$ cat config.mk
export PLATFORM = sky130hd
export DESIGN_NAME = ex_top
export DESIGN_NICKNAME = d
export VERILOG_FILES = /design/src/source/mips_pkg.sv /design/src/source/ex_top.sv /design/src/source/ex_mem_reg.sv /design/src/source/ex_stage.sv /design/src/source/branch_resolver.sv /design/src/source/alu.sv /design/src/source/alu_control.sv /design/src/source/forwarding_unit.sv
export VERILOG_INCLUDE_DIRS = /design/src /design/src/source
export SDC_FILE = /design/constraint.sdc
export NUM_CORES = 1
export LEC_CHECK = 0
export BUFFER_PORTS_ARGS = -buffer_cell sky130_fd_sc_hd__buf_2
export CORE_ASPECT_RATIO = 0.7
export CORE_MARGIN = 4
export CORE_UTILIZATION = 30
export DETAILED_ROUTE_END_ITERATION = 12
export SYNTH_ARGS = -nofsm -noshare
export SYNTH_HDL_FRONTEND = slang
export SYNTH_SLANG_ARGS = --single-unit
export TNS_END_PERCENT = 5
$ cat constraint.sdc
create_clock -name clk -period 5 [get_ports clk]
set_clock_uncertainty 0.05 [all_clocks]
set_input_delay 0.5 -clock clk [delete_from_list [all_inputs] [get_ports clk]]
set_output_delay 0.5 -clock clk [all_outputs]
set_load 0.05 [all_outputs]
$ cat src/source/mips_settings.svh
`ifndef MIPS_SETTINGS_SVH
`define MIPS_SETTINGS_SVH

// Datapath and register file geometry
`define DATA_W 32                   // Integer datapath width
`define REG_W  5                    // Register index, 32 registers

// Primary opcodes seen by the execute stage
`define OPCODE_RTYPE 6'h00          // All R-type share opcode 0
`define OPCODE_BEQ   6'h04          // Branch on equal
`define OPCODE_BNE   6'h05          // Branch on not equal

// R-type function field codes
`define FUNCT_ADD 6'h20
`define FUNCT_SUB 6'h22
`define FUNCT_AND 6'h24
`define FUNCT_OR  6'h25
`define FUNCT_NOR 6'h27
`define FUNCT_SLT 6'h2a             // Signed compare

`endif
$ cat src/source/mips_pkg.sv
`include "mips_settings.svh"

package mips_pkg;

  // R-type layout of the instruction word
  typedef struct packed {
    logic [5:0]        opcode;      // Always OPCODE_RTYPE here
    logic [`REG_W-1:0] rs;          // First source
    logic [`REG_W-1:0] rt;          // Second source
    logic [`REG_W-1:0] rd;          // Destination
    logic [4:0]        shamt;       // Shift amount, no shifter in this stage
    logic [5:0]        funct;       // Selects the ALU operation
  } r_fmt_t;

  // I-type layout of the same word
  typedef struct packed {
    logic [5:0]        opcode;
    logic [`REG_W-1:0] rs;          // Base or first source
    logic [`REG_W-1:0] rt;          // Destination or second source
    logic [15:0]       imm16;       // Sign-extended in EX
  } i_fmt_t;

  // One 32-bit word, decoded either way
  typedef union packed {
    r_fmt_t r;
    i_fmt_t i;
  } instr_u;

  // Operation class from the main decoder
  typedef enum logic [1:0] {
    ALUOP_ADD   = 2'b00,            // Loads and stores, address add
    ALUOP_SUB   = 2'b01,            // Branch compare
    ALUOP_FUNCT = 2'b10,            // R-type, look at funct
    ALUOP_SLT   = 2'b11             // slti
  } alu_op_e;

  // Operation driven into the ALU
  typedef enum logic [3:0] {
    ALU_AND = 4'b0000,
    ALU_OR  = 4'b0001,
    ALU_ADD = 4'b0010,
    ALU_SUB = 4'b0110,
    ALU_SLT = 4'b0111,
    ALU_NOR = 4'b1100
  } alu_ctrl_e;

  // Where an operand comes from
  typedef enum logic [1:0] {
    FWD_REG = 2'b00,                // Register file value from ID/EX
    FWD_MEM = 2'b01,                // ALU result sitting in EX/MEM
    FWD_WB  = 2'b10                 // Write-back data
  } fwd_sel_e;

endpackage

$ cat src/source/ex_top.sv
`timescale 1ns/1ps
`include "mips_settings.svh"

module ex_top
  import mips_pkg::*;
(
  input  logic               clk,
  input  logic               i_rst_n,
  input  logic               i_stall,                // From hazard unit
  input  logic               i_flush,                // From hazard unit
  input  instr_u             i_instr,
  input  logic [`DATA_W-1:0] i_read_data_1,
  input  logic [`DATA_W-1:0] i_read_data_2,
  input  logic [`REG_W-1:0]  i_mem_write_register,
  input  logic [`REG_W-1:0]  i_wb_write_register,
  input  logic               i_mem_reg_write,
  input  logic               i_wb_reg_write,
  input  logic [`DATA_W-1:0] i_mem_alu_result,
  input  logic [`DATA_W-1:0] i_wb_write_data,
  input  logic               i_alu_src,
  input  logic               i_reg_dst,
  input  alu_op_e            i_alu_op,
  input  logic               i_branch,
  input  logic               i_branch_prediction,
  input  logic               i_reg_write,            // Memory and WB controls, bypass EX
  input  logic               i_mem_read,
  input  logic               i_mem_write,
  input  logic               i_mem_to_reg,
  output logic [`DATA_W-1:0] o_alu_result,           // Registered toward MEM
  output logic [`DATA_W-1:0] o_store_data,
  output logic [`REG_W-1:0]  o_write_register,
  output logic               o_reg_write,
  output logic               o_mem_read,
  output logic               o_mem_write,
  output logic               o_mem_to_reg,
  output logic               o_branch,
  output logic               o_branch_taken,         // Same cycle, for fetch redirect
  output logic               o_mispredicted
);

  logic [`DATA_W-1:0] ex_alu_result;
  logic [`DATA_W-1:0] ex_store_data;
  logic [`REG_W-1:0]  ex_write_register;

  ex_stage u_ex_stage (
    .i_instr              (i_instr),
    .i_read_data_1        (i_read_data_1),
    .i_read_data_2        (i_read_data_2),
    .i_mem_write_register (i_mem_write_register),
    .i_wb_write_register  (i_wb_write_register),
    .i_mem_reg_write      (i_mem_reg_write),
    .i_wb_reg_write       (i_wb_reg_write),
    .i_mem_alu_result     (i_mem_alu_result),
    .i_wb_write_data      (i_wb_write_data),
    .i_alu_src            (i_alu_src),
    .i_reg_dst            (i_reg_dst),
    .i_alu_op             (i_alu_op),
    .i_branch             (i_branch),
    .i_branch_prediction  (i_branch_prediction),
    .o_alu_result         (ex_alu_result),
    .o_store_data         (ex_store_data),
    .o_write_register     (ex_write_register),
    .o_branch_taken       (o_branch_taken),
    .o_mispredicted       (o_mispredicted)
  );

  ex_mem_reg u_ex_mem_reg (
    .clk              (clk),
    .i_rst_n          (i_rst_n),
    .i_stall          (i_stall),
    .i_flush          (i_flush),
    .i_alu_result     (ex_alu_result),
    .i_store_data     (ex_store_data),
    .i_write_register (ex_write_register),
    .i_reg_write      (i_reg_write),
    .i_mem_read       (i_mem_read),
    .i_mem_write      (i_mem_write),
    .i_mem_to_reg     (i_mem_to_reg),
    .i_branch         (i_branch),
    .o_alu_result     (o_alu_result),
    .o_store_data     (o_store_data),
    .o_write_register (o_write_register),
    .o_reg_write      (o_reg_write),
    .o_mem_read       (o_mem_read),
    .o_mem_write      (o_mem_write),
    .o_mem_to_reg     (o_mem_to_reg),
    .o_branch         (o_branch)
  );

endmodule

$ cat src/source/ex_mem_reg.sv
`timescale 1ns/1ps
`include "mips_settings.svh"

module ex_mem_reg (
  input  logic               clk,
  input  logic               i_rst_n,            // Async, active low
  input  logic               i_stall,            // Hold current contents
  input  logic               i_flush,            // Insert a bubble, beats stall
  input  logic [`DATA_W-1:0] i_alu_result,
  input  logic [`DATA_W-1:0] i_store_data,
  input  logic [`REG_W-1:0]  i_write_register,
  input  logic               i_reg_write,
  input  logic               i_mem_read,
  input  logic               i_mem_write,
  input  logic               i_mem_to_reg,
  input  logic               i_branch,
  output logic [`DATA_W-1:0] o_alu_result,
  output logic [`DATA_W-1:0] o_store_data,
  output logic [`REG_W-1:0]  o_write_register,
  output logic               o_reg_write,
  output logic               o_mem_read,
  output logic               o_mem_write,
  output logic               o_mem_to_reg,
  output logic               o_branch
);

  // Control bits, cleared by flush so MEM and WB see a nop
  always_ff @(posedge clk or negedge i_rst_n) begin
    if (!i_rst_n) begin
      o_reg_write  <= 1'b0;
      o_mem_read   <= 1'b0;
      o_mem_write  <= 1'b0;
      o_mem_to_reg <= 1'b0;
      o_branch     <= 1'b0;
    end else if (i_flush) begin
      o_reg_write  <= 1'b0;              // Bubble
      o_mem_read   <= 1'b0;
      o_mem_write  <= 1'b0;
      o_mem_to_reg <= 1'b0;
      o_branch     <= 1'b0;
    end else if (!i_stall) begin
      o_reg_write  <= i_reg_write;
      o_mem_read   <= i_mem_read;
      o_mem_write  <= i_mem_write;
      o_mem_to_reg <= i_mem_to_reg;
      o_branch     <= i_branch;
    end
  end

  // Data only advances on a normal edge, a bubble keeps the old payload
  always_ff @(posedge clk or negedge i_rst_n) begin
    if (!i_rst_n) begin
      o_alu_result     <= '0;
      o_store_data     <= '0;
      o_write_register <= '0;
    end else if (!i_stall && !i_flush) begin
      o_alu_result     <= i_alu_result;
      o_store_data     <= i_store_data;
      o_write_register <= i_write_register;
    end
  end

endmodule

$ cat src/source/ex_stage.sv
`timescale 1ns/1ps
`include "mips_settings.svh"

module ex_stage
  import mips_pkg::*;
(
  input  instr_u             i_instr,               // Instruction word from ID/EX
  input  logic [`DATA_W-1:0] i_read_data_1,         // rs from register file
  input  logic [`DATA_W-1:0] i_read_data_2,         // rt from register file
  input  logic [`REG_W-1:0]  i_mem_write_register,  // Destination in MEM
  input  logic [`REG_W-1:0]  i_wb_write_register,   // Destination in WB
  input  logic               i_mem_reg_write,
  input  logic               i_wb_reg_write,
  input  logic [`DATA_W-1:0] i_mem_alu_result,      // Value to forward from MEM
  input  logic [`DATA_W-1:0] i_wb_write_data,       // Value to forward from WB
  input  logic               i_alu_src,             // 1 selects the immediate
  input  logic               i_reg_dst,             // 1 selects rd
  input  alu_op_e            i_alu_op,
  input  logic               i_branch,
  input  logic               i_branch_prediction,
  output logic [`DATA_W-1:0] o_alu_result,
  output logic [`DATA_W-1:0] o_store_data,          // Forwarded rt for stores
  output logic [`REG_W-1:0]  o_write_register,
  output logic               o_branch_taken,
  output logic               o_mispredicted
);

  fwd_sel_e           forward_a;       // Source of operand A
  fwd_sel_e           forward_b;       // Source of operand B
  alu_ctrl_e          alu_ctrl;
  logic [`DATA_W-1:0] fwd_a;           // rs after forwarding
  logic [`DATA_W-1:0] fwd_b;           // rt after forwarding
  logic [`DATA_W-1:0] imm_ext;         // Sign-extended imm16
  logic [`DATA_W-1:0] alu_b;

  // Three-way operand mux, same for both sources
  function automatic logic [`DATA_W-1:0] fwd_mux(
    input fwd_sel_e           sel,
    input logic [`DATA_W-1:0] reg_val,
    input logic [`DATA_W-1:0] mem_val,
    input logic [`DATA_W-1:0] wb_val
  );
    logic [`DATA_W-1:0] val;
    case (sel)
      FWD_MEM: val = mem_val;
      FWD_WB:  val = wb_val;
      default: val = reg_val;          // FWD_REG and unused code
    endcase
    return val;
  endfunction

  forwarding_unit u_forwarding_unit (
    .i_ex_rs         (i_instr.r.rs),
    .i_ex_rt         (i_instr.r.rt),
    .i_mem_rd        (i_mem_write_register),
    .i_wb_rd         (i_wb_write_register),
    .i_mem_reg_write (i_mem_reg_write),
    .i_wb_reg_write  (i_wb_reg_write),
    .o_forward_a     (forward_a),
    .o_forward_b     (forward_b)
  );

  assign fwd_a = fwd_mux(forward_a, i_read_data_1, i_mem_alu_result, i_wb_write_data);
  assign fwd_b = fwd_mux(forward_b, i_read_data_2, i_mem_alu_result, i_wb_write_data);

  assign imm_ext      = {{(`DATA_W-16){i_instr.i.imm16[15]}}, i_instr.i.imm16};
  assign alu_b        = i_alu_src ? imm_ext : fwd_b;    // I-type uses the immediate
  assign o_store_data = fwd_b;                          // sw writes forwarded rt

  alu_control u_alu_control (
    .i_alu_op   (i_alu_op),
    .i_funct    (i_instr.r.funct),
    .o_alu_ctrl (alu_ctrl)
  );

  alu u_alu (
    .i_a        (fwd_a),
    .i_b        (alu_b),
    .i_alu_ctrl (alu_ctrl),
    .o_result   (o_alu_result)
  );

  assign o_write_register = i_reg_dst ? i_instr.r.rd : i_instr.i.rt;  // R-type writes rd

  // Compare on forwarded values so back-to-back dependencies resolve
  branch_resolver u_branch_resolver (
    .i_op_a              (fwd_a),
    .i_op_b              (fwd_b),
    .i_opcode            (i_instr.i.opcode),
    .i_branch            (i_branch),
    .i_branch_prediction (i_branch_prediction),
    .o_branch_taken      (o_branch_taken),
    .o_mispredicted      (o_mispredicted)
  );

endmodule

$ cat src/source/branch_resolver.sv
`timescale 1ns/1ps
`include "mips_settings.svh"

module branch_resolver (
  input  logic [`DATA_W-1:0] i_op_a,               // Forwarded rs
  input  logic [`DATA_W-1:0] i_op_b,               // Forwarded rt, never the immediate
  input  logic [5:0]         i_opcode,             // Tells BEQ from BNE
  input  logic               i_branch,             // Instruction in EX is a branch
  input  logic               i_branch_prediction,  // 1 means predicted taken
  output logic               o_branch_taken,       // Actual outcome
  output logic               o_mispredicted        // Fetch must redirect
);

  logic is_equal;
  logic is_beq;
  logic is_bne;

  assign is_equal = (i_op_a == i_op_b);
  assign is_beq   = (i_opcode == `OPCODE_BEQ);
  assign is_bne   = (i_opcode == `OPCODE_BNE);

  // Any other opcode with the branch bit set resolves as not taken
  assign o_branch_taken = i_branch && ((is_beq && is_equal) || (is_bne && !is_equal));

  // Only real branches can be mispredicted
  assign o_mispredicted = i_branch && (o_branch_taken != i_branch_prediction);

endmodule

$ cat src/source/alu.sv
`timescale 1ns/1ps
`include "mips_settings.svh"

module alu
  import mips_pkg::*;
(
  input  logic [`DATA_W-1:0] i_a,          // Operand A, forwarded rs
  input  logic [`DATA_W-1:0] i_b,          // Operand B, forwarded rt or immediate
  input  alu_ctrl_e          i_alu_ctrl,   // Operation select
  output logic [`DATA_W-1:0] o_result      // Combinational result
);

  logic [`DATA_W-1:0] sum;                 // Shared adder output
  logic [`DATA_W-1:0] diff;                // Shared subtractor output
  logic               less;                // Signed a < b

  assign sum  = i_a + i_b;                 // Wraps, no overflow trap
  assign diff = i_a - i_b;                 // Wraps as well
  assign less = ($signed(i_a) < $signed(i_b));

  always_comb begin
    case (i_alu_ctrl)
      ALU_AND: begin
        o_result = i_a & i_b;
      end
      ALU_OR: begin
        o_result = i_a | i_b;
      end
      ALU_ADD: begin
        o_result = sum;
      end
      ALU_SUB: begin
        o_result = diff;
      end
      ALU_SLT: begin
        o_result = {{(`DATA_W-1){1'b0}}, less};   // 1 or 0
      end
      ALU_NOR: begin
        o_result = ~(i_a | i_b);
      end
      default: begin
        o_result = sum;                    // Unused encodings behave as add
      end
    endcase
  end

endmodule

$ cat src/source/alu_control.sv
`timescale 1ns/1ps
`include "mips_settings.svh"

module alu_control
  import mips_pkg::*;
(
  input  alu_op_e    i_alu_op,    // Class from the main decoder
  input  logic [5:0] i_funct,     // Function field, only meaningful for R-type
  output alu_ctrl_e  o_alu_ctrl   // Operation for the ALU
);

  // Second-level decode, classic two-step MIPS scheme
  always_comb begin
    case (i_alu_op)
      ALUOP_ADD: begin
        o_alu_ctrl = ALU_ADD;                 // Effective address
      end
      ALUOP_SUB: begin
        o_alu_ctrl = ALU_SUB;                 // Branch compare
      end
      ALUOP_SLT: begin
        o_alu_ctrl = ALU_SLT;                 // slti
      end
      ALUOP_FUNCT: begin
        case (i_funct)
          `FUNCT_ADD: o_alu_ctrl = ALU_ADD;
          `FUNCT_SUB: o_alu_ctrl = ALU_SUB;
          `FUNCT_AND: o_alu_ctrl = ALU_AND;
          `FUNCT_OR:  o_alu_ctrl = ALU_OR;
          `FUNCT_NOR: o_alu_ctrl = ALU_NOR;
          `FUNCT_SLT: o_alu_ctrl = ALU_SLT;
          default:    o_alu_ctrl = ALU_ADD;   // Unsupported funct falls back to add
        endcase
      end
      default: begin
        o_alu_ctrl = ALU_ADD;
      end
    endcase
  end

endmodule

$ cat src/source/forwarding_unit.sv
`timescale 1ns/1ps
`include "mips_settings.svh"

module forwarding_unit
  import mips_pkg::*;
(
  input  logic [`REG_W-1:0] i_ex_rs,          // Source A of the instruction in EX
  input  logic [`REG_W-1:0] i_ex_rt,          // Source B of the instruction in EX
  input  logic [`REG_W-1:0] i_mem_rd,         // Destination held in EX/MEM
  input  logic [`REG_W-1:0] i_wb_rd,          // Destination held in MEM/WB
  input  logic              i_mem_reg_write,  // MEM will write its destination
  input  logic              i_wb_reg_write,   // WB will write its destination
  output fwd_sel_e          o_forward_a,      // Source select for operand A
  output fwd_sel_e          o_forward_b       // Source select for operand B
);

  // Youngest producer wins, $zero is never forwarded
  function automatic fwd_sel_e pick_src(
    input logic [`REG_W-1:0] src,
    input logic [`REG_W-1:0] mem_rd,
    input logic              mem_we,
    input logic [`REG_W-1:0] wb_rd,
    input logic              wb_we
  );
    fwd_sel_e sel;
    sel = FWD_REG;                                             // Default to register file
    if (mem_we && (mem_rd != '0) && (mem_rd == src)) begin
      sel = FWD_MEM;                                           // Hazard one instruction back
    end else if (wb_we && (wb_rd != '0) && (wb_rd == src)) begin
      sel = FWD_WB;                                            // Hazard two instructions back
    end
    return sel;
  endfunction

  assign o_forward_a = pick_src(i_ex_rs, i_mem_rd, i_mem_reg_write, i_wb_rd, i_wb_reg_write);
  assign o_forward_b = pick_src(i_ex_rt, i_mem_rd, i_mem_reg_write, i_wb_rd, i_wb_reg_write);

endmodule

======== Word level (Yosys, flattened, before mapping) ========
Cells that the tools add are included.
word-level totals
  latch bits .............................. 0
  memory bits (read-only) ................. 0
  bits in writable memories ............... 0
  output and inout bits ................... 76
  memories ................................ 0
  register bits ........................... 74
  logic and storage cells ................. 79
operators by class
  bitwise gates (word level) .............. 3
  div/mod/pow operators ................... 0
  $mul .................................... 0
  shift-type cells ........................ 0
  reduce and logical (&&, ||, !) cells .... 19
  magnitude comparators ................... 1
  equal/unequal tests ..................... 25
  add/subtract/negate cells ............... 2
  multiplexer cells ....................... 21
operator list
  cell                                                             count
  32-bit case mux with 5 select lines                              1
  32-bit case mux with 2 select lines                              2
  32-bit adder                                                     1
  32-bit bitwise AND                                               1
  32-bit == test                                                   1
  32-bit < comparator                                              1
  32-bit two-way mux                                               1
  32-bit inverter                                                  1
  32-bit bitwise OR                                                1
  32-bit subtractor                                                1
  6-bit == test, second input constant                             5
  5-bit == test                                                    4
  4-bit case mux with 5 select lines                               1
  4-bit case mux with 4 select lines                               1
  6-bit by 3-bit == test with 1-bit output, second input constant  2
  1-bit logical AND                                                11
  1-bit two-way mux                                                10
  5-bit nonzero test                                               2
  2-bit == test, second input constant                             4
  4-bit by 3-bit == test with 1-bit output, second input constant  2
  2-bit two-way mux                                                4
  2-bit by 1-bit == test with 1-bit output, second input constant  3
  5-bit two-way mux                                                1
  4-bit by 1-bit == test with 1-bit output, second input constant  1
  other kinds (7)                                                  9

======== Longest topological paths before layout ========
  word-level depth ........................ 14
  depth in mapped cells ................... 25
  gate-level depth less buffers ........... 23

======== Hierarchy ========
Synthesis repeated with hierarchy kept, for this count alone.
unflattened totals
  cell total of the unflattened synthesis .. 1,323
  area total of the unflattened synthesis .. 10,744.1 sq um
modules (own cells, without submodules)
  module           instances  sequential area each (sq um)  cells each  area an instance (sq um)
  alu              1          0.0                           777         5,113.7
  ex_mem_reg       1          1,851.8                       162         2,813.9
  ex_stage         1          0.0                           285         2,058.2
  branch_resolver  1          0.0                           51          406.6
  forwarding_unit  1          0.0                           34          257.7
  alu_control      1          0.0                           14          93.8

======== Worst setup path after synthesis ========
OpenSTA, ideal clock, no wires.
  path type ............................... input port to flip-flop
  start ................................... in i_wb_write_register[1]
  end ..................................... reg u_ex_mem_reg.o_alu_result[29]
  stages on the path ...................... 22
  library setup time ...................... 87 ps
  setup slack ............................. -930 ps
  arrival ................................. 5,793 ps
  path through ............................ xor2_1 or4b_1 clkbuf_1 nor2_2 buf_2 mux2_2 mux2i_1 o21ai_0 ha_1 or3b_2 a31oi_1 o211ai_1 a311o_1 o21a_1 o21ai_1 a2bb2oi_2 o221ai_2 o211ai_1 and3_1 a221o_1 a2111o_1 o211ai_1
between the ends
  cells in the longest elaborated chain, start to end .. 11
  elaborated cells between the ends (all ways) .. 23
  classes of those cells .................. 2 x add/sub; 6 x eq/ne; 8 x mux; 3 x bitwise; 4 x reduce/logical
ends and longest elaborated chain
  what                                                   line              text
  from (decl)                                            ex_top.sv:15      input logic [`REG_W-1:0] i_wb_write_register,
  branches (longest 10 deep; another with 32-bit adder)  --
  32-bit case mux with 5 select lines *                  alu.sv:22         case (i_alu_ctrl)
  to (signal assigned)                                   ex_mem_reg.sv:57  o_alu_result <= i_alu_result;
  to (decl)                                              ex_mem_reg.sv:17  output logic [`DATA_W-1:0] o_alu_result,
Mark *: on every way between the ends.
A chain may end at the register's enable or synchronous reset.

======== Worst setup path after layout ========
  start ................................... in i_instr[20] in the netlist's numbering
  end ..................................... reg u_ex_mem_reg.o_alu_result[29]
between the ends
  cells in the longest elaborated chain, start to end .. 10
  elaborated cells between the ends (all ways) .. 16
  classes of those cells .................. 2 x add/sub; 4 x eq/ne; 5 x mux; 3 x bitwise; 2 x reduce/logical
ends and longest elaborated chain
  what                                                                       line                   text
  from (decl)                                                                ex_top.sv:11           input instr_u i_instr,
  5-bit == test                                                              forwarding_unit.sv:29  end else if (wb_we && (wb_rd != '0) && (wb_rd == src)) begin
  1-bit logical AND                                                          forwarding_unit.sv:29
  2-bit two-way mux                                                          forwarding_unit.sv:29
  2-bit two-way mux *                                                        forwarding_unit.sv:27  if (mem_we && (mem_rd != '0) && (mem_rd == src)) begin
  2-bit == test or 2-bit by 1-bit == test with 1-bit output (tied branches)  ex_stage.sv:44         case (sel)
  32-bit case mux with 2 select lines *                                      ex_stage.sv:44
  32-bit two-way mux *                                                       ex_stage.sv:67         assign alu_b = i_alu_src ? imm_ext : fwd_b;
  branches (longest 2 deep; another with 32-bit adder)                       --
  32-bit case mux with 5 select lines *                                      alu.sv:22
Marked as above.

==> flow_metrics.py <==
metrics = {
    "routing": {
        "vias": 12200,
        "first_pass_iters": 7,
        "drcViolationCount": 0,
        "detail-route-antenna-nets": 0,
        "drt_wl_total_um": 48500,
        "viasPerCell": 5.47,
        "first_iter_violations": 1132,
        "post_drt_wl_per_cell_um": 21.8,
    },
    "logic_synthesis": {
        "syn_nets": 1580,
        "yosys-top-cells-area": "dfrtp_1, ha_1, o21ai_0",
        "ys_seq_elements": 74,
        "yosysUniqueCellTypes": 92,
        "syn_inst": 1312,
        "netlist_area_um2": 9930,
        "synth_top_area_cell": "dfrtp_1",
        "synth.top_cell.area_share_pct": 18.7,
        "synth_edf_count": 0,
        "ys_warn_count": 0,
        "ys_async_sr_fraction_pct": 100,
        "synth_ff_type": "dfrtp_1",
        "postSynthAreaPerCell_um2": 7.57,
        "yosysSeqAreaShare_pct": 18.7,
    },
    "clock_network": {
        "clkTransAtPathRegs_ps": 60,
        "cts_buffers": 9,
        "cts_tree": "yes",
        "clk_latency_ps": 370,
        "ctsLongestPathBuffers": 2,
        "h-tree-depth": 3,
        "cts-root-buf": "clkbuf_16",
        "hold_buffers": 0,
        "cts.sinks": 74,
    },
    "global_routing": {
        "grt_max_degree": 56,
        "grt_pass1_vias": 11800,
        "globalRouteOverflowTotal": 0,
        "grt_pass1_wl_um": 72300,
        "antenna_found_initial": 0,
        "grt_use_total_pct": 25.9,
    },
    "placed_design": {
        "dp_slack_ps": -1040,
        "gp_congestion": 0.983,
        "io_buffers": 261,
        "hpwl_um": 39500,
    },
    "final_layout": {
        "top_regs": "u_ex_mem_reg.o_alu_result x32, u_ex_mem_reg.o_store_data x32, u_ex_mem_reg.o_write_register x5",
        "seq_area_um2": 1850,
        "final_util_pct": 44.9,
        "layout_commonest_cell": "buf_4",
        "diodes": 0,
        "layout-drive-gt1-share_pct": 38.5,
        "multiInputGateArea_um2": 7970,
        "finalNetCount": 2065,
        "n_fill_cell": 3332,
        "final_cell_mix": "buf_4, buf_2, nand2_1, o21ai_0",
        "syn_to_final_growth_pct": 46.9,
    },
    "die": {
        "coreArea_um2": 32500,
        "die-area_um2": 36100,
        "fp-row-count": 55,
        "die_x_um": 225,
        "start_util_pct": 30.6,
        "die_y_um": 160,
        "boundaryPins": 262,
    },
    "setup_path": {
        "crit_type": "in2reg",
        "worstPathRequired_ps": 5230,
        "cp-end-kind": "flip-flop",
        "worstPathArrival_ps": 5530,
        "cp-start-kind": "input port",
        "crit_fanout": 6,
    },
    "pwr": {
        "peakVddDrop_uv": 206,
        "leakage_nw": 6.78,
        "pwr_density_cell_nw_per_um2": 253,
    },
    "outcome": {
        "violations": "setup timing",
        "status": "finished, violations left",
    },
    "sta": {
        "setup_slack_ps": -307,
        "relSlewSlack_pct": 31.8,
        "setup_viol": 14,
        "slew_viol_final": 0,
        "rsz0062_at_grt": "true",
        "fin_crit_ps": 5310,
        "final_hold_viol_count": 0,
        "tightest_slew_ps": 1020,
        "fin_crit_sh_pct": 106,
        "tns_ps": -2450,
        "timing.fmax_mhz": 188,
        "hold_ws_ps": 67.2,
    },
    "flow_run": {
        "cap_violations": 0,
    },
    "hold_path": {
        "hp-class": "in2async",
    },
}
==> worst paths after layout <==
path                                                     from                             to  slack, ps  cells past startpoint
max in group asynchronous                             i_rst_n   u_ex_mem_reg.o_store_data[3]       3860                      2
worst max-delay path                              i_instr[20]  u_ex_mem_reg.o_alu_result[29]       -310                     23
worst min register to register  u_ex_mem_reg.o_alu_result[11]  u_ex_mem_reg.o_alu_result[11]        430                      2
worst min-delay path                                  i_rst_n  u_ex_mem_reg.o_alu_result[23]         70                      1
min in group clk                                  i_reg_write       u_ex_mem_reg.o_reg_write        340                      3
worst max register to register  u_ex_mem_reg.o_alu_result[28]  u_ex_mem_reg.o_alu_result[28]       3650                      6
==> stage by stage <==
step                      total power, mW  instance area, µm²  instances
after floorplan                      1.99               10000       1312
after global placement               2.81               13500       2186
after detailed placement             2.83               13500       2186
after CTS                            3.60               14200       2215
after global routing                 3.90               14600       2229
final                                3.69               14600       2229
==> logic make-up after synthesis <==
| family | synth area share (%) |
|---|---|
| buf+inv | 6.55 |
| compound gates | 31.7 |
| simple gates | 19.0 |
| xor+xnor | 5.65 |
| fa+ha+maj | 10.5 |
| mux | 7.93 |
| flops | 18.7 |
==> what timing repair did <==
| item | CTS | global route |
|---|---|---|
| gates resized for setup | 47 | 79 |
| pin swaps | 33 | 61 |
| cloned | 0 | 0 |
| endpoints found under the setup margin | 22 | 21 |
| setup buffers | 13 | 14 |
==> synthesized netlist by cell type (22+ instances only) <==
library cell and n:
inv_1 87, dfrtp_1 74, clkbuf_1 61, nand3_1 24, nand2_1 168, ha_1 80, a31oi_1 22, o21ai_0 146
nor2_1 87, a21oi_1 59, nor3_1 26, mux2i_1 64, xnor2_1 43
==> per-layer routing <==
layer	GRT usage, %	wire, µm	vias to the layer above
met5	0	0	-
met4	6.76	1110	0
met3	7.09	4570	62
met2	37.2	20100	567
met1	38.1	22800	5786
li1	-	-	5779
==> final cells by class <==
class / instances / area share (%)
multi-input cells: 1073 / 54.6
clock buffers: 11 / 1.73
repair buffers: 551 / 24.7
well taps: 427 / 3.66
inverters: 88 / 2.26
flip-flops and latches: 74 / 12.7
clock inverters: 5 / 0.360
==> power breakdown <==
| part | total (mW) | internal [mW] | switching, mW |
|---|---|---|---|
| combinational | 2.22 | 0.862 | 1.36 |
| sequential | 0.763 | 0.703 | 0.0608 |
| clock | 0.699 | 0.411 | 0.288 |
==> worst max-delay path, stage by stage <==
cell       delay [ps]
buf_6             100
xor2_2            160
or4b_4            560
nor2_4            190
buf_6             160
buf_6             100
mux2_4            300
mux2i_4           180
o21ai_2           100
ha_4              280
or3b_4            420
a31oi_4           160
o211ai_1          170
a311o_1           310
o21a_1            220
o21ai_2           210
a2bb2oi_4         110
o221ai_4          180
nand3_1           110
and3_4            200
a221o_1           330
a2111o_1          370
o211ai_1          100
Note: power is estimated with default switching activity, not from simulation.
